`config.mk`:
```
export PLATFORM = sky130hd
export DESIGN_NAME = dma_top
export DESIGN_NICKNAME = d
export VERILOG_FILES = /design/src/dma_pkg.sv /design/src/dma_ch_sel.sv /design/src/dma_engine.sv /design/src/dma_master_port.sv /design/src/dma_reg_file.sv /design/src/dma_slave_port.sv /design/src/dma_top.sv
export VERILOG_INCLUDE_DIRS = /design/src /design/src/include
export SDC_FILE = /design/constraint.sdc
export NUM_CORES = 1
export LEC_CHECK = 0
export BUFFER_PORTS_ARGS = -buffer_cell sky130_fd_sc_hd__buf_2
export CAP_MARGIN = 20
export CELL_PAD_IN_SITES_DETAIL_PLACEMENT = 0
export CELL_PAD_IN_SITES_GLOBAL_PLACEMENT = 2
export CORE_ASPECT_RATIO = 1.1
export CORE_MARGIN = 5
export CORE_UTILIZATION = 41
export DETAILED_ROUTE_END_ITERATION = 16
export PLACE_DENSITY_LB_ADDON = 0.1
export SYNTH_ARGS = -nofsm -noshare
export SYNTH_HDL_FRONTEND = slang
export SYNTH_HIERARCHICAL = 1
export SYNTH_SLANG_ARGS = --single-unit
```
`constraint.sdc`:
```
create_clock -name clk_i -period 6.4 [get_ports clk_i]
set_input_delay 1.28 -clock clk_i [delete_from_list [all_inputs] [get_ports clk_i]]
set_output_delay 1.28 -clock clk_i [all_outputs]
set_load 0.005 [all_outputs]
```
`src/include/dma_defs.svh`:
```
`ifndef DMA_DEFS_SVH
`define DMA_DEFS_SVH

// ----------------------------------------
// Bus widths
// ----------------------------------------
`define DMA_DW        32
`define DMA_SELW      4

// ----------------------------------------
// Channels
// ----------------------------------------
`define DMA_CH_COUNT  2
`define DMA_CHW       1
`define DMA_SZW       12

// Slave address map, index in [3:2], channel from bit 4 up
`define DMA_IDX_LSB   2
`define DMA_CH_LSB    4

// CSR bit positions
`define DMA_CSR_EN    0
`define DMA_CSR_INE   1
`define DMA_CSR_DONE  2
`define DMA_CSR_ERR   3

`endif

```
`src/dma_pkg.sv`:
```
`include "dma_defs.svh"

package dma_pkg;

	// ----------------------------------------
	// Register select and engine states
	// ----------------------------------------
	typedef enum logic [1:0] {
		REG_CSR = 2'd0,
		REG_SRC = 2'd1,
		REG_DST = 2'd2,
		REG_SZ  = 2'd3
	} reg_idx_e;

	typedef enum logic [1:0] {
		DE_IDLE,
		DE_READ,
		DE_WRITE,
		DE_END
	} de_state_e;

	// ----------------------------------------
	// Grouped signals between blocks
	// ----------------------------------------
	typedef struct packed {
		logic                we;
		logic                re;
		logic [`DMA_CHW-1:0] ch;
		reg_idx_e            idx;
		logic [`DMA_DW-1:0]  wdata;
	} reg_acc_t;

	typedef struct packed {
		logic [`DMA_DW-1:0]  src;
		logic [`DMA_DW-1:0]  dst;
		logic [`DMA_SZW-1:0] size;	// Words to copy
	} desc_t;

	typedef struct packed {
		logic [`DMA_DW-1:0] adr;
		logic [`DMA_DW-1:0] dat;
		logic               we;
	} bus_req_t;

	typedef struct packed {
		logic done;
		logic err;
	} de_status_t;

endpackage

```
`src/dma_ch_sel.sv`:
```
`timescale 1ns/1ps
`include "dma_defs.svh"

module dma_ch_sel (
	input  logic                     clk_i,
	input  logic                     rst_i,
	input  logic [`DMA_CH_COUNT-1:0] en_i,
	input  dma_pkg::desc_t           desc_i [`DMA_CH_COUNT],
	input  dma_pkg::de_status_t      de_stat_i,
	output logic                     de_start_o,
	output dma_pkg::desc_t           desc_o,
	output logic [`DMA_CHW-1:0]      de_ch_o
);
	import dma_pkg::*;

	logic                busy_q;
	logic [`DMA_CHW-1:0] ch_q;	// Current, or last served
	logic [`DMA_CHW-1:0] next_ch;
	logic                found;

	// First enabled channel after the last one served
	always_comb begin
		found   = 1'b0;
		next_ch = ch_q;
		for (int i = 1; i <= `DMA_CH_COUNT; i++) begin
			if (!found && en_i[(int'(ch_q) + i) % `DMA_CH_COUNT]) begin
				found   = 1'b1;
				next_ch = `DMA_CHW'((int'(ch_q) + i) % `DMA_CH_COUNT);
			end
		end
	end

	always_ff @(posedge clk_i) begin
		if (rst_i) begin
			busy_q     <= 1'b0;
			de_start_o <= 1'b0;
			ch_q       <= `DMA_CHW'(`DMA_CH_COUNT - 1);	// Channel 0 goes first
		end else begin
			de_start_o <= 1'b0;
			if (!busy_q && found) begin
				busy_q     <= 1'b1;
				de_start_o <= 1'b1;
				ch_q       <= next_ch;
			end else if (de_stat_i.done || de_stat_i.err)
				busy_q <= 1'b0;
		end
	end

	assign desc_o  = desc_i[ch_q];
	assign de_ch_o = ch_q;

	a_no_start_busy: assert property (@(posedge clk_i) disable iff (rst_i)
		de_start_o |-> !$past(busy_q));
	// Engine only reports while a job is held here
	a_stat_in_job: assert property (@(posedge clk_i) disable iff (rst_i)
		(de_stat_i.done || de_stat_i.err) |-> busy_q && !de_start_o);

endmodule

```
`src/dma_engine.sv`:
```
`timescale 1ns/1ps
`include "dma_defs.svh"

module dma_engine (
	input  logic                clk_i,
	input  logic                rst_i,
	input  logic                de_start_i,
	input  dma_pkg::desc_t      desc_i,
	input  logic                m_drdy_i,
	input  logic                m_err_i,
	input  logic [`DMA_DW-1:0]  m_rdata_i,
	output logic                m_go_o,
	output dma_pkg::bus_req_t   m_req_o,
	output dma_pkg::de_status_t stat_o
);
	import dma_pkg::*;

	de_state_e           state_q;
	logic                err_q;
	logic [`DMA_DW-1:0]  src_q;
	logic [`DMA_DW-1:0]  dst_q;
	logic [`DMA_SZW-1:0] cnt_q;	// Words still to move

	// ----------------------------------------
	// Copy FSM
	// ----------------------------------------
	always_ff @(posedge clk_i) begin
		if (rst_i) begin
			state_q <= DE_IDLE;
			err_q   <= 1'b0;
		end else begin
			case (state_q)
				DE_IDLE: begin
					if (de_start_i) begin
						err_q   <= 1'b0;
						state_q <= (desc_i.size == '0) ? DE_END : DE_READ;
					end
				end
				DE_READ: begin
					if (m_err_i) begin
						err_q   <= 1'b1;
						state_q <= DE_END;
					end else if (m_drdy_i)
						state_q <= DE_WRITE;
				end
				DE_WRITE: begin
					if (m_err_i) begin
						err_q   <= 1'b1;
						state_q <= DE_END;
					end else if (m_drdy_i)
						state_q <= (cnt_q == `DMA_SZW'd1) ? DE_END : DE_READ;
				end
				DE_END: state_q <= DE_IDLE;	// Status pulse lasts this one cycle
				default: state_q <= DE_IDLE;
			endcase
		end
	end

	// Job pointers, loaded at start and stepped after each write
	always_ff @(posedge clk_i) begin
		if (state_q == DE_IDLE && de_start_i) begin
			src_q <= desc_i.src;
			dst_q <= desc_i.dst;
			cnt_q <= desc_i.size;
		end else if (state_q == DE_WRITE && m_drdy_i) begin
			src_q <= src_q + `DMA_DW'd4;
			dst_q <= dst_q + `DMA_DW'd4;
			cnt_q <= cnt_q - `DMA_SZW'd1;
		end
	end

	// ----------------------------------------
	// Master request and status
	// ----------------------------------------
	assign m_go_o      = (state_q == DE_READ) || (state_q == DE_WRITE);
	assign m_req_o.we  = (state_q == DE_WRITE);
	assign m_req_o.adr = (state_q == DE_WRITE) ? dst_q : src_q;
	assign m_req_o.dat = m_rdata_i;	// Held by the master until next read

	assign stat_o.done = (state_q == DE_END) && !err_q;
	assign stat_o.err  = (state_q == DE_END) && err_q;

endmodule

```
`src/dma_master_port.sv`:
```
`timescale 1ns/1ps
`include "dma_defs.svh"

module dma_master_port (
	input  logic                 clk_i,
	input  logic                 rst_i,
	input  logic                 go_i,
	input  dma_pkg::bus_req_t    req_i,
	input  logic [`DMA_DW-1:0]   wbm_dat_i,
	input  logic                 wbm_ack_i,
	input  logic                 wbm_err_i,
	output logic                 drdy_o,
	output logic                 err_o,
	output logic [`DMA_DW-1:0]   rdata_o,
	output logic [`DMA_DW-1:0]   wbm_adr_o,
	output logic [`DMA_DW-1:0]   wbm_dat_o,
	output logic [`DMA_SELW-1:0] wbm_sel_o,
	output logic                 wbm_we_o,
	output logic                 wbm_cyc_o,
	output logic                 wbm_stb_o
);
	import dma_pkg::*;

	logic start;

	// No new cycle while the previous outcome is being reported
	assign start = go_i && !wbm_cyc_o && !drdy_o && !err_o;

	always_ff @(posedge clk_i) begin
		if (rst_i) begin
			wbm_cyc_o <= 1'b0;
			wbm_stb_o <= 1'b0;
			drdy_o    <= 1'b0;
			err_o     <= 1'b0;
		end else begin
			drdy_o <= 1'b0;
			err_o  <= 1'b0;
			if (wbm_cyc_o) begin
				if (wbm_ack_i || wbm_err_i) begin
					wbm_cyc_o <= 1'b0;
					wbm_stb_o <= 1'b0;
					drdy_o    <= wbm_ack_i;
					err_o     <= wbm_err_i & ~wbm_ack_i;
				end
			end else if (start) begin
				wbm_cyc_o <= 1'b1;
				wbm_stb_o <= 1'b1;
			end
		end
	end

	// Bus fields frozen for the whole cycle
	always_ff @(posedge clk_i) begin
		if (start) begin
			wbm_adr_o <= req_i.adr;
			wbm_dat_o <= req_i.dat;
			wbm_we_o  <= req_i.we;
		end
		if (wbm_cyc_o && wbm_ack_i && !wbm_we_o)
			rdata_o <= wbm_dat_i;	// Only reads update it
	end

	assign wbm_sel_o = {`DMA_SELW{1'b1}};

	a_stb_in_cyc: assert property (@(posedge clk_i) disable iff (rst_i)
		wbm_stb_o |-> wbm_cyc_o);

endmodule

```
`src/dma_reg_file.sv`:
```
`timescale 1ns/1ps
`include "dma_defs.svh"

module dma_reg_file (
	input  logic                     clk_i,
	input  logic                     rst_i,
	input  dma_pkg::reg_acc_t        acc_i,
	input  logic [`DMA_CHW-1:0]      de_ch_i,
	input  dma_pkg::de_status_t      de_stat_i,
	output logic [`DMA_DW-1:0]       rdata_o,
	output logic [`DMA_CH_COUNT-1:0] en_o,
	output dma_pkg::desc_t           desc_o [`DMA_CH_COUNT],
	output logic                     inta_o
);
	import dma_pkg::*;

	logic [`DMA_CH_COUNT-1:0] en_q;
	logic [`DMA_CH_COUNT-1:0] ine_q;
	logic [`DMA_CH_COUNT-1:0] done_q;
	logic [`DMA_CH_COUNT-1:0] err_q;

	logic [`DMA_DW-1:0]  src_q [`DMA_CH_COUNT];
	logic [`DMA_DW-1:0]  dst_q [`DMA_CH_COUNT];
	logic [`DMA_SZW-1:0] sz_q  [`DMA_CH_COUNT];

	logic [`DMA_DW-1:0] csr_word;

	// ----------------------------------------
	// CSR bits
	// ----------------------------------------
	always_ff @(posedge clk_i) begin
		if (rst_i) begin
			en_q   <= '0;
			ine_q  <= '0;
			done_q <= '0;
			err_q  <= '0;
		end else begin
			for (int c = 0; c < `DMA_CH_COUNT; c++) begin
				if (acc_i.we && acc_i.idx == REG_CSR && acc_i.ch == `DMA_CHW'(c)) begin
					en_q[c]   <= acc_i.wdata[`DMA_CSR_EN];
					ine_q[c]  <= acc_i.wdata[`DMA_CSR_INE];
					done_q[c] <= 1'b0;
					err_q[c]  <= 1'b0;
				end
				// End of job wins over a CSR write in the same cycle
				if ((de_stat_i.done || de_stat_i.err) && de_ch_i == `DMA_CHW'(c)) begin
					en_q[c] <= 1'b0;
					if (de_stat_i.done)
						done_q[c] <= 1'b1;
					if (de_stat_i.err)
						err_q[c] <= 1'b1;
				end
			end
		end
	end

	// ----------------------------------------
	// Addresses and word count
	// ----------------------------------------
	always_ff @(posedge clk_i) begin
		for (int c = 0; c < `DMA_CH_COUNT; c++) begin
			if (acc_i.we && acc_i.ch == `DMA_CHW'(c)) begin
				case (acc_i.idx)
					REG_SRC: src_q[c] <= acc_i.wdata;
					REG_DST: dst_q[c] <= acc_i.wdata;
					REG_SZ:  sz_q[c]  <= acc_i.wdata[`DMA_SZW-1:0];	// Upper bits dropped
					default: ;
				endcase
			end
		end
	end

	// Read mux, answers in the access cycle
	always_comb begin
		csr_word = '0;
		csr_word[`DMA_CSR_EN]   = en_q[acc_i.ch];
		csr_word[`DMA_CSR_INE]  = ine_q[acc_i.ch];
		csr_word[`DMA_CSR_DONE] = done_q[acc_i.ch];
		csr_word[`DMA_CSR_ERR]  = err_q[acc_i.ch];
		rdata_o = '0;
		if (acc_i.re) begin
			case (acc_i.idx)
				REG_CSR: rdata_o = csr_word;
				REG_SRC: rdata_o = src_q[acc_i.ch];
				REG_DST: rdata_o = dst_q[acc_i.ch];
				REG_SZ:  rdata_o = `DMA_DW'(sz_q[acc_i.ch]);
				default: rdata_o = '0;
			endcase
		end
	end

	always_comb begin
		for (int c = 0; c < `DMA_CH_COUNT; c++) begin
			desc_o[c].src  = src_q[c];
			desc_o[c].dst  = dst_q[c];
			desc_o[c].size = sz_q[c];
		end
	end

	assign en_o   = en_q;
	assign inta_o = |(ine_q & (done_q | err_q));	// Level until CSR rewritten

endmodule

```
`src/dma_slave_port.sv`:
```
`timescale 1ns/1ps
`include "dma_defs.svh"

module dma_slave_port (
	input  logic                 clk_i,
	input  logic                 rst_i,
	input  logic [`DMA_DW-1:0]   wbs_adr_i,
	input  logic [`DMA_DW-1:0]   wbs_dat_i,
	input  logic [`DMA_SELW-1:0] wbs_sel_i,
	input  logic                 wbs_we_i,
	input  logic                 wbs_cyc_i,
	input  logic                 wbs_stb_i,
	input  logic [`DMA_DW-1:0]   rf_rdata_i,
	output logic [`DMA_DW-1:0]   wbs_dat_o,
	output logic                 wbs_ack_o,
	output logic                 wbs_err_o,
	output dma_pkg::reg_acc_t    acc_o
);
	import dma_pkg::*;

	logic new_req;
	logic ch_ok;

	// Strobe seen while answering belongs to the finished access
	assign new_req = wbs_cyc_i & wbs_stb_i & ~(wbs_ack_o | wbs_err_o);
	assign ch_ok   = wbs_adr_i[`DMA_DW-1:`DMA_CH_LSB] < `DMA_CH_COUNT;

	// Register access, valid for one cycle only
	assign acc_o.re    = new_req & ch_ok & ~wbs_we_i;
	assign acc_o.we    = new_req & ch_ok & wbs_we_i & (&wbs_sel_i);	// Full words only
	assign acc_o.ch    = wbs_adr_i[`DMA_CH_LSB +: `DMA_CHW];
	assign acc_o.idx   = reg_idx_e'(wbs_adr_i[`DMA_IDX_LSB +: 2]);
	assign acc_o.wdata = wbs_dat_i;

	always_ff @(posedge clk_i) begin
		if (rst_i) begin
			wbs_ack_o <= 1'b0;
			wbs_err_o <= 1'b0;
		end else begin
			wbs_ack_o <= new_req & ch_ok;
			wbs_err_o <= new_req & ~ch_ok;	// No such channel
		end
	end

	// Read data travels with the ack
	always_ff @(posedge clk_i) begin
		if (new_req)
			wbs_dat_o <= rf_rdata_i;
	end

	a_ack_err_excl: assert property (@(posedge clk_i) disable iff (rst_i)
		!(wbs_ack_o && wbs_err_o));

endmodule

```
`src/dma_top.sv`:
```
`timescale 1ns/1ps
`include "dma_defs.svh"

module dma_top (
	input  logic                 clk_i,
	input  logic                 rst_i,
	// WISHBONE slave
	input  logic [`DMA_DW-1:0]   wbs_adr_i,
	input  logic [`DMA_DW-1:0]   wbs_dat_i,
	input  logic [`DMA_SELW-1:0] wbs_sel_i,
	input  logic                 wbs_we_i,
	input  logic                 wbs_cyc_i,
	input  logic                 wbs_stb_i,
	output logic [`DMA_DW-1:0]   wbs_dat_o,
	output logic                 wbs_ack_o,
	output logic                 wbs_err_o,
	// WISHBONE master
	input  logic [`DMA_DW-1:0]   wbm_dat_i,
	input  logic                 wbm_ack_i,
	input  logic                 wbm_err_i,
	output logic [`DMA_DW-1:0]   wbm_adr_o,
	output logic [`DMA_DW-1:0]   wbm_dat_o,
	output logic [`DMA_SELW-1:0] wbm_sel_o,
	output logic                 wbm_we_o,
	output logic                 wbm_cyc_o,
	output logic                 wbm_stb_o,
	output logic                 inta_o
);
	import dma_pkg::*;

	// ----------------------------------------
	// Internal wires
	// ----------------------------------------
	reg_acc_t                 acc;
	logic [`DMA_DW-1:0]       rf_rdata;
	logic [`DMA_CH_COUNT-1:0] ch_en;
	desc_t                    ch_desc [`DMA_CH_COUNT];
	desc_t                    sel_desc;
	logic                     de_start;
	logic [`DMA_CHW-1:0]      de_ch;
	de_status_t               de_stat;	// End of job pulse
	logic                     m_go;
	bus_req_t                 m_req;
	logic                     m_drdy;
	logic                     m_err;
	logic [`DMA_DW-1:0]       m_rdata;

	dma_slave_port u_slave (
		.clk_i(clk_i), .rst_i(rst_i),
		.wbs_adr_i(wbs_adr_i), .wbs_dat_i(wbs_dat_i), .wbs_sel_i(wbs_sel_i),
		.wbs_we_i(wbs_we_i), .wbs_cyc_i(wbs_cyc_i), .wbs_stb_i(wbs_stb_i),
		.rf_rdata_i(rf_rdata), .wbs_dat_o(wbs_dat_o),
		.wbs_ack_o(wbs_ack_o), .wbs_err_o(wbs_err_o), .acc_o(acc)
	);

	dma_reg_file u_rf (
		.clk_i(clk_i), .rst_i(rst_i), .acc_i(acc), .de_ch_i(de_ch),
		.de_stat_i(de_stat), .rdata_o(rf_rdata), .en_o(ch_en),
		.desc_o(ch_desc), .inta_o(inta_o)
	);

	dma_ch_sel u_sel (
		.clk_i(clk_i), .rst_i(rst_i), .en_i(ch_en), .desc_i(ch_desc),
		.de_stat_i(de_stat), .de_start_o(de_start), .desc_o(sel_desc),
		.de_ch_o(de_ch)
	);

	dma_engine u_de (
		.clk_i(clk_i), .rst_i(rst_i), .de_start_i(de_start), .desc_i(sel_desc),
		.m_drdy_i(m_drdy), .m_err_i(m_err), .m_rdata_i(m_rdata),
		.m_go_o(m_go), .m_req_o(m_req), .stat_o(de_stat)
	);

	dma_master_port u_mast (
		.clk_i(clk_i), .rst_i(rst_i), .go_i(m_go), .req_i(m_req),
		.wbm_dat_i(wbm_dat_i), .wbm_ack_i(wbm_ack_i), .wbm_err_i(wbm_err_i),
		.drdy_o(m_drdy), .err_o(m_err), .rdata_o(m_rdata),
		.wbm_adr_o(wbm_adr_o), .wbm_dat_o(wbm_dat_o), .wbm_sel_o(wbm_sel_o),
		.wbm_we_o(wbm_we_o), .wbm_cyc_o(wbm_cyc_o), .wbm_stb_o(wbm_stb_o)
	);

endmodule

```
==> flow_summary.toml, run 1 <==
[run_status]
status = "finished, final reports clean"

[placed_design]
gp_congestion = 0.744
dp_hpwl_mm = 29.1
placed_cells = 1900
port_buffers = 206

[timing]
maxSlewHeadroom = 0.279
finalSetupViolCount = 0
skew_ps = 19.8
rsz0062_at_grt = "no"
finalHoldViolations = 0
tns_ps = 0
max_freq_mhz = 253
worstMarginPinSlew_ps = 1080
min_period_ps = 3950
slew_violations = 0
period_share = 0.617

[die]
die_h_um = 227
core_um2 = 42200
ios = 213
num_rows = 79
die_w_um = 207
dieArea_um2 = 46900
start_util = 0.414

[drt]
vias_per_cell = 5.36
drt_iter0_drc = 854
wl_mm = 43.8
drc_errors = 0
avgRoutedWirePerCell_um = 22.2
vias = 10600
dr.pass1.iters = 5
ant_nets = 0

[clock_tree]
clock-root-buffer = "clkbuf_16"
clkTransAtPathRegs_ps = 50
cts_setup_buffers = 0
cts_hold_buf = 0
cts-resized-gates = 0
clk_path_buf_depth = 3
clock_sinks = 377
clock_latency_ps = 560
cts_made_buffers = 42
cts_max_level = 2
cts_tree = "done"

[layout]
drive_above_1_share = 0.309
layout-area-overhead-vs-synth_pct = 13.6
final_nets = 1493
stdcell_count = 1976
n_antenna_cell = 0
fill_cells = 3794

[power]
leakage_nw = 6.76
powerDensity_nw_per_um2 = 305
vdd.ir_drop.worst_mv = 0.168

[critical_path]
r2r-start = "u_slave/wbs_err_o"
reg2reg_slack_ps = 2880
worst_setup_path_start_kind = "input pin"
crit_fanout = 35
crit_path_end_kind = "register"
arrival_ps = 4210
crit_required_ps = 6660
cp_cell_sequence = "buf_2 > and4bb_2 > buf_4 > nand4_1 > nor3_1 > and3_1 > buf_4"
cp_common_cell = "buf_4"
critical_path_class = "input pin to register"
reg2regPathDepth = 6
worst_path_max_delay_cell = "and3_1"
r2r-end = "u_rf/dst_q[1][17]"
critPathTopFamily = "simple AND/OR/NAND/NOR gates"
critPathBufInv = 3
cp_slowest_stage_delay_ps = 1000

[synth]
async_flop_share = 0
yosys_most_used_dff = "edfxtp_1"
synth_top_family_by_area = "multiplexers"
ys_seq_area_frac = 0.636
synth_mux_area_frac = 0.110
syn_area_um2 = 17500
synth-edff-count = 357
synth-xor-area-share = 0.0145
avgSynthCellArea_um2 = 14.1
synth_fa_ha_area_frac = 0.00644
yosysWarnings = 6
synth_compound_area_frac = 0.0739
syn_inst = 1242
synth_simple_gate_area_frac = 0.104
ys_types = 70
ys_ff_latch = 377

[global_routing]
grt_pass1_wl_mm = 64.9
grt_start_max_net_pins = 77
antenna_found_initial = 0
grt_use_total = 0.184
first_global_vias = 10400
overflow = 0

[job]
cap_viol_max_count = 0

[min_path]
min_delay_worst_endpoint = "u_mast/wbm_dat_o[4]"
min_path_cells = 0
min_path_type = "register to register"
min_from = "u_mast/rdata_o[4]"
[stage by stage]
step                      hold slack [ps]   util  instance area (um2)  setup slack [ps]  total power [W]
final                                 417  0.470                19800              2450          0.00605
after global routing                  424  0.470                19800              2230          0.00631
after CTS                             418  0.470                19800              2350          0.00615
after detailed placement              405  0.438                18500              1790          0.00370
after global placement                400  0.438                18500              1820          0.00369
after floorplan                       443      -                17500               864          0.00343
[cell type report]
class                   count  area [um2]  area share
well taps                 567         709      0.0357
clock buffers              54        1120      0.0563
clock inverters            22         249      0.0125
inverters                  15        56.3     0.00284
flip-flops and latches    377       11100       0.561
repair buffers            223        1160      0.0585
multi-input cells         718        5430       0.274
[power by group]
| group | switching, W | internal (W) | leakage [nW] |
|---|---|---|---|
| Combinational | 0.000377 | 0.000244 | 2.72 |
| Clock | 0.000954 | 0.00147 | 0.663 |
| Sequential | 0.0000529 | 0.00295 | 3.38 |
| Total | 0.00138 | 0.00467 | 6.76 |
[kinds of logic (layout without fill, tap and decap cells)]
kind of cell             count (synthesis)  count (layout)
buffers and inverters                  150             314
adder cells (fa/ha/maj)                  9               9
flip-flops                             377             377
AND/OR/NAND/NOR                        325             325
multiplexers                           160             160
other                                    1               4
AO/OA/AOI/OAI                          191             191
XOR/XNOR                                29              29
[worst register-to-register path, stage by stage, from the launching register on]
cell	delay, ps
dfxtp_1	310
and4bb_2	270
buf_4	460
nand4_1	160
nor3_1	630
and3_1	1000
buf_4	380
[worst max-delay path by stage]
stage / start / end / slack (ps) / depth (start not counted)
after floorplan: wbs_cyc_i / u_rf/src_q[1][0] / 860 / 5
after global placement: wbs_cyc_i / u_rf/dst_q[1][18] / 1820 / 7
after detailed placement: wbs_cyc_i / u_rf/dst_q[1][17] / 1790 / 7
after CTS: wbs_cyc_i / u_rf/dst_q[1][17] / 2350 / 7
after global routing: wbs_cyc_i / u_rf/dst_q[1][7] / 2230 / 7
final: wbs_cyc_i / u_rf/dst_q[1][17] / 2450 / 7
[cells in the mapped netlist (16+ instances only)]
library cell / number / area (um2)
buf_4: 77 / 578
nand3_1: 18 / 90.1
o31ai_1: 24 / 180
nand4_1: 19 / 119
or4_1: 25 / 188
nor2_1: 81 / 304
edfxtp_1: 357 / 10700
mux2_2: 95 / 1070
mux2_4: 19 / 285
nand2_1: 76 / 285
dfxtp_1: 20 / 400
o21ai_0: 48 / 240
mux2i_1: 38 / 380
o22a_1: 19 / 166
clkbuf_1: 24 / 90.1
xor2_1: 16 / 140
a31oi_1: 45 / 282
buf_2: 17 / 85.1
[routing by layer]
layer | track usage | part of all wire
met4 | 0.0409 | 0.018
met2 | 0.274 | 0.44
met3 | 0.0343 | 0.059
met5 | 0 | 0
met1 | 0.281 | 0.48
[sequential cells by signal, indices dropped and copies added (netlist names), 2 cells and up]
| name | flops |
|---|---|
| u_de/cnt_q | 12 |
| u_slave/wbs_dat_o | 32 |
| u_de/dst_q | 32 |
| u_mast/wbm_dat_o | 32 |
| u_rf/dst_q | 64 |
| u_de/state_q | 2 |
| u_rf/ine_q | 2 |
| u_rf/sz_q | 24 |
| u_rf/err_q | 2 |
| u_rf/src_q | 64 |
| u_mast/rdata_o | 32 |
| u_rf/done_q | 2 |
| u_de/src_q | 32 |
| u_rf/en_o | 2 |
| u_mast/wbm_adr_o | 32 |
[cells in the final DEF, fill, tap and decap left out, types with 13 or more instances in the layout]
| cell | n |
|---|---|
| edfxtp_1 | 357 |
| buf_2 | 205 |
| mux2_2 | 95 |
| nor2_1 | 79 |
| nand2_1 | 74 |
| o21ai_0 | 48 |
| a31oi_1 | 45 |
| clkbuf_16 | 43 |
| mux2i_1 | 38 |
| or4_1 | 25 |
| o31ai_1 | 24 |
| nand4_1 | 19 |
| dfxtp_1 | 19 |
| o22a_1 | 19 |
| mux2_4 | 19 |
| buf_4 | 18 |
| nand3_1 | 18 |
| xor2_1 | 16 |
| clkinv_1 | 14 |
| or3_1 | 14 |
| nor2b_1 | 14 |
| xnor2_1 | 13 |
| a21oi_1 | 13 |
Power figures use the tool's default switching activity.
==> run 2, diff against run 1 <==
- clock period: 6.4 -> 3.7 ns (I/O delays scaled with it)
==> flow_summary.toml, run 2 (synthesis results as in run 1) <==
[timing]
skew_ps = 14.6
finalHoldViolations = 0
period_share = 0.695
maxSlewHeadroom = 0.404
slew_violations = 0
tns_ps = 0
finalSetupViolCount = 0
min_period_ps = 2570
rsz0062_at_grt = "no"
max_freq_mhz = 389
worstMarginPinSlew_ps = 891

[drt]
ant_nets = 0
vias = 10600
drc_errors = 0
vias_per_cell = 5.31
dr.pass1.iters = 5
avgRoutedWirePerCell_um = 21.4
drt_iter0_drc = 654
wl_mm = 42.6

[die]
die_h_um = 227
dieArea_um2 = 46900
start_util = 0.414
core_um2 = 42200
ios = 213
num_rows = 79
die_w_um = 207

[power]
leakage_nw = 6.92
powerDensity_nw_per_um2 = 535
vdd.ir_drop.worst_mv = 0.254
total_power_w = 0.0108

[global_routing]
grt_pass1_wl_mm = 63.6
grt_use_total = 0.179
first_global_vias = 10400
grt_start_max_net_pins = 83
overflow = 0
antenna_found_initial = 1

[clock_tree]
cts_tree = "done"
clk_path_buf_depth = 3
cts_max_level = 2
cts_made_buffers = 42
cts-resized-gates = 0
clock-root-buffer = "clkbuf_16"
clock_sinks = 377
cts_setup_buffers = 0
clkTransAtPathRegs_ps = 60
clock_latency_ps = 560
cts_hold_buf = 0

[critical_path]
crit_required_ps = 4090
worst_setup_path_start_kind = "register"
critical_path_class = "register to register"
crit_path_end_kind = "register"
cp_cell_sequence = "ha_1 > and4_1 > nand3_1 > or4_1 > a31oi_1"
arrival_ps = 2960
cp_slowest_stage_delay_ps = 700
reg2regPathDepth = 5
worst_path_max_delay_cell = "or4_1"
crit_fanout = 17

[placed_design]
dpl-instance-area_um2 = 18700
dp_hpwl_mm = 29.1
port_buffers = 206
gp_congestion = 0.759

[layout]
fill_cells = 3750
reg_top3 = "u_rf/dst_q (64), u_rf/src_q (64)"
final_nets = 1506
postLayoutCellArea_um2 = 20200
drive_above_1_share = 0.325
final_common_cell = "edfxtp_1"
n_antenna_cell = 0
final_cell_mix = "edfxtp_1 (357), buf_2 (205), mux2_2 (95)"
layout-area-overhead-vs-synth_pct = 15.3

[min_path]
min_path_type = "input pin to register"
min_path_cells = 1

[job]
cap_viol_max_count = 0

[run_status]
status = "finished, final reports clean"
run 2: changes by cell type in the layout (fill, tap and decap cells not counted), moves of 4 or more:
cell	change
buf_12	+5
bufinv_16	+4
clkinv_2	+6
buf_4	+8
clkinv_1	-10
run 2: critical path, delay by kind of cell, from the launching register on:
kind	cells	cell delay, ps
AND/OR/NAND/NOR	3	1570
flip-flops	1	420
adder cells (fa/ha/maj)	1	240
AO/OA/AOI/OAI	1	180
run 2: layout make-up:
| class | count | area [um2] | area share |
|---|---|---|---|
| repair buffers | 236 | 1320 | 0.0656 |
| well taps | 567 | 709 | 0.0352 |
| clock buffers | 51 | 1110 | 0.0549 |
| inverters | 15 | 56.3 | 0.00279 |
| flip-flops and latches | 377 | 11100 | 0.552 |
| clock inverters | 26 | 393 | 0.0195 |
| multi-input cells | 718 | 5440 | 0.270 |
run 2: path summary, 6_finish.rpt:
path	slack, ps	endpoint	start
min reg2reg	420	u_mast/wbm_dat_o[0]	u_mast/rdata_o[0]
max	1130	u_de/dst_q[22]	u_de/dst_q[2]
min	360	u_mast/rdata_o[21]	wbm_dat_i[21]
max reg2reg	1130	u_de/dst_q[22]	u_de/dst_q[2]
run 2: metrics by stage:
step                       util  hold WS (ps)  cells  worst slack, ps
after floorplan               -           443   1245             84.5
after global placement    0.442           401   1913              776
after detailed placement  0.442           405   1913              742
after CTS                 0.477           315   1990             1100
after global routing      0.477           323   1990              938
final                     0.477           360   1990             1130
run 2: routing by layer:
| metal | routed length [um] | share of wire | track usage | vias to the layer above |
|---|---|---|---|---|
| met2 | 18300 | 0.43 | 0.263 | 289 |
| met5 | 13 | 0.00031 | 0 | - |
| met3 | 2640 | 0.062 | 0.0375 | 54 |
| li1 | - | - | - | 5018 |
| met1 | 20900 | 0.49 | 0.275 | 5197 |
| met4 | 760 | 0.018 | 0.0409 | 2 |
run 2: where the power goes:
| part | leakage, nW | internal, W | switching (W) |
|---|---|---|---|
| clock network | 0.728 | 0.00283 | 0.00167 |
| registers | 3.38 | 0.00511 | 0.0000872 |
| logic | 2.81 | 0.000447 | 0.000646 |
==> run 3, diff against run 2 <==
- clock period: 3.7 -> 2.5 ns (I/O delays scaled with it)
==> flow_summary.toml, run 3 (synthesis results as in run 1) <==
[run_status]
status = "finished, final reports clean"

[layout]
drive_above_1_share = 0.327
fill_cells = 3780
final_cell_mix = "edfxtp_1 (357), buf_2 (205), mux2_2 (95)"
final_util = 0.478
reg_top3 = "u_rf/dst_q (64), u_rf/src_q (64)"
final_common_cell = "edfxtp_1"
final_nets = 1525
layout-area-overhead-vs-synth_pct = 15.4

[power]
leakage_nw = 6.93
power.internal_w = 0.0116
vdd.ir_drop.worst_mv = 0.470
combPwrFrac = 0.112
clock_power_share = 0.379
swShare = 0.233
powerDensity_nw_per_um2 = 749
seqPwrFrac = 0.509
p_switching_w = 0.00353

[global_routing]
grt_start_max_net_pins = 85
grt_pass1_wl_mm = 64.4
overflow = 0
grt_use_total = 0.182
antenna_found_initial = 6
first_global_vias = 10500

[placed_design]
port_buffers = 206
gp_congestion = 0.774
dp_hpwl_mm = 30.1

[critical_path]
crit_required_ps = 2890
arrival_ps = 2620
worst_setup_path_start_kind = "register"
critical_path_class = "register to register"
crit_fanout = 8
crit_path_end_kind = "register"

[clock_tree]
cts_setup_buffers = 0
clock-root-buffer = "clkbuf_16"
cts_hold_buf = 0
cts-resized-gates = 0
cts_max_level = 2
clock_latency_ps = 550
clkTransAtPathRegs_ps = 60
cts_tree = "done"
cts_made_buffers = 41
clock_sinks = 377
clk_path_buf_depth = 3

[drt]
vias = 10700
dr.pass1.iters = 5
drt_iter0_drc = 749
drc_errors = 0
vias_per_cell = 5.35
wl_mm = 43.4
avgRoutedWirePerCell_um = 21.6
ant_nets = 0

[min_path]
min_path_type = "input pin to register"

[timing]
maxSlewHeadroom = 0.367
rsz0062_at_grt = "no"
min_period_ps = 2230
hold_slack_ps = 120
finalSetupViolCount = 0
worstMarginPinSlew_ps = 949
skew_ps = 14.3
slew_violations = 0
period_share = 0.893
max_freq_mhz = 448
finalHoldViolations = 0

[die]
die_w_um = 207
core_um2 = 42200
dieArea_um2 = 46900
num_rows = 79
ios = 213
die_h_um = 227
start_util = 0.414

[job]
cap_viol_max_count = 0
## run 3: cell count changes in the layout (fill, tap and decap cells not counted), moves of 2 or more
cell,previous run,this run
buf_12,5,12
buf_4,26,39
clkinv_1,4,12
clkbuf_1,8,10
bufinv_16,10,2
clkinv_2,9,4
## run 3: metrics by stage
stage	cell area, um2	total power, W	std cells	worst slack [ps]	TNS (ps)
after floorplan	17600	0.00877	1245	-404	-22640
after global placement	18900	0.00955	1933	77.1	0
after detailed placement	18900	0.00956	1933	56.6	0
after CTS	20200	0.0153	2004	265	0
after global routing	20200	0.0157	2004	144	0
final	20200	0.0151	2005	269	0
## run 3: path summary, 6_finish.rpt
path / from / slack [ps] / cells past startpoint / end
max: u_de/src_q[2] / 270 / 5 / u_de/src_q[26]
min: wbm_dat_i[11] / 120 / 1 / u_mast/rdata_o[11]
max reg2reg: u_de/src_q[2] / 270 / 5 / u_de/src_q[26]
min reg2reg: u_mast/rdata_o[9] / 410 / 0 / u_mast/wbm_dat_o[9]
## run 3: metal layers
metal  GRT usage  share of wire  vias up
li1            -              -     5066
met1       0.273           0.47     5274
met2       0.272           0.44      323
met3      0.0395          0.072       61
met4      0.0427          0.017       10
met5           0         0.0013        -
## run 3: worst max-delay path, cell delays in order (launching register included)
cell and delay [ps]:
edfxtp_1 400, ha_1 230, and4_1 390, nand3_1 330, or4_1 540, a31oi_1 180
## run 3: power by group through the flow
stage	sequential [W]	clock, W	combinational [W]
final	0.00768	0.00573	0.00169
after global routing	0.00774	0.00613	0.00186
after CTS	0.00769	0.00592	0.00174
after detailed placement	0.00782	0	0.00174
after global placement	0.00781	0	0.00174
after floorplan	0.00790	0	0.000879
## run 3: final cells by class
| cell class | instances | area [um2] | area share |
|---|---|---|---|
| sequential | 377 | 11100 | 0.551 |
| tap | 567 | 709 | 0.0352 |
| clock inverter | 18 | 134 | 0.00664 |
| clock buffer | 53 | 1110 | 0.0552 |
| antenna | 1 | 2.50 | 0.000124 |
| timing repair buffer | 256 | 1560 | 0.0773 |
| inverter | 15 | 60.1 | 0.00298 |
| multi-input combinational | 718 | 5470 | 0.271 |
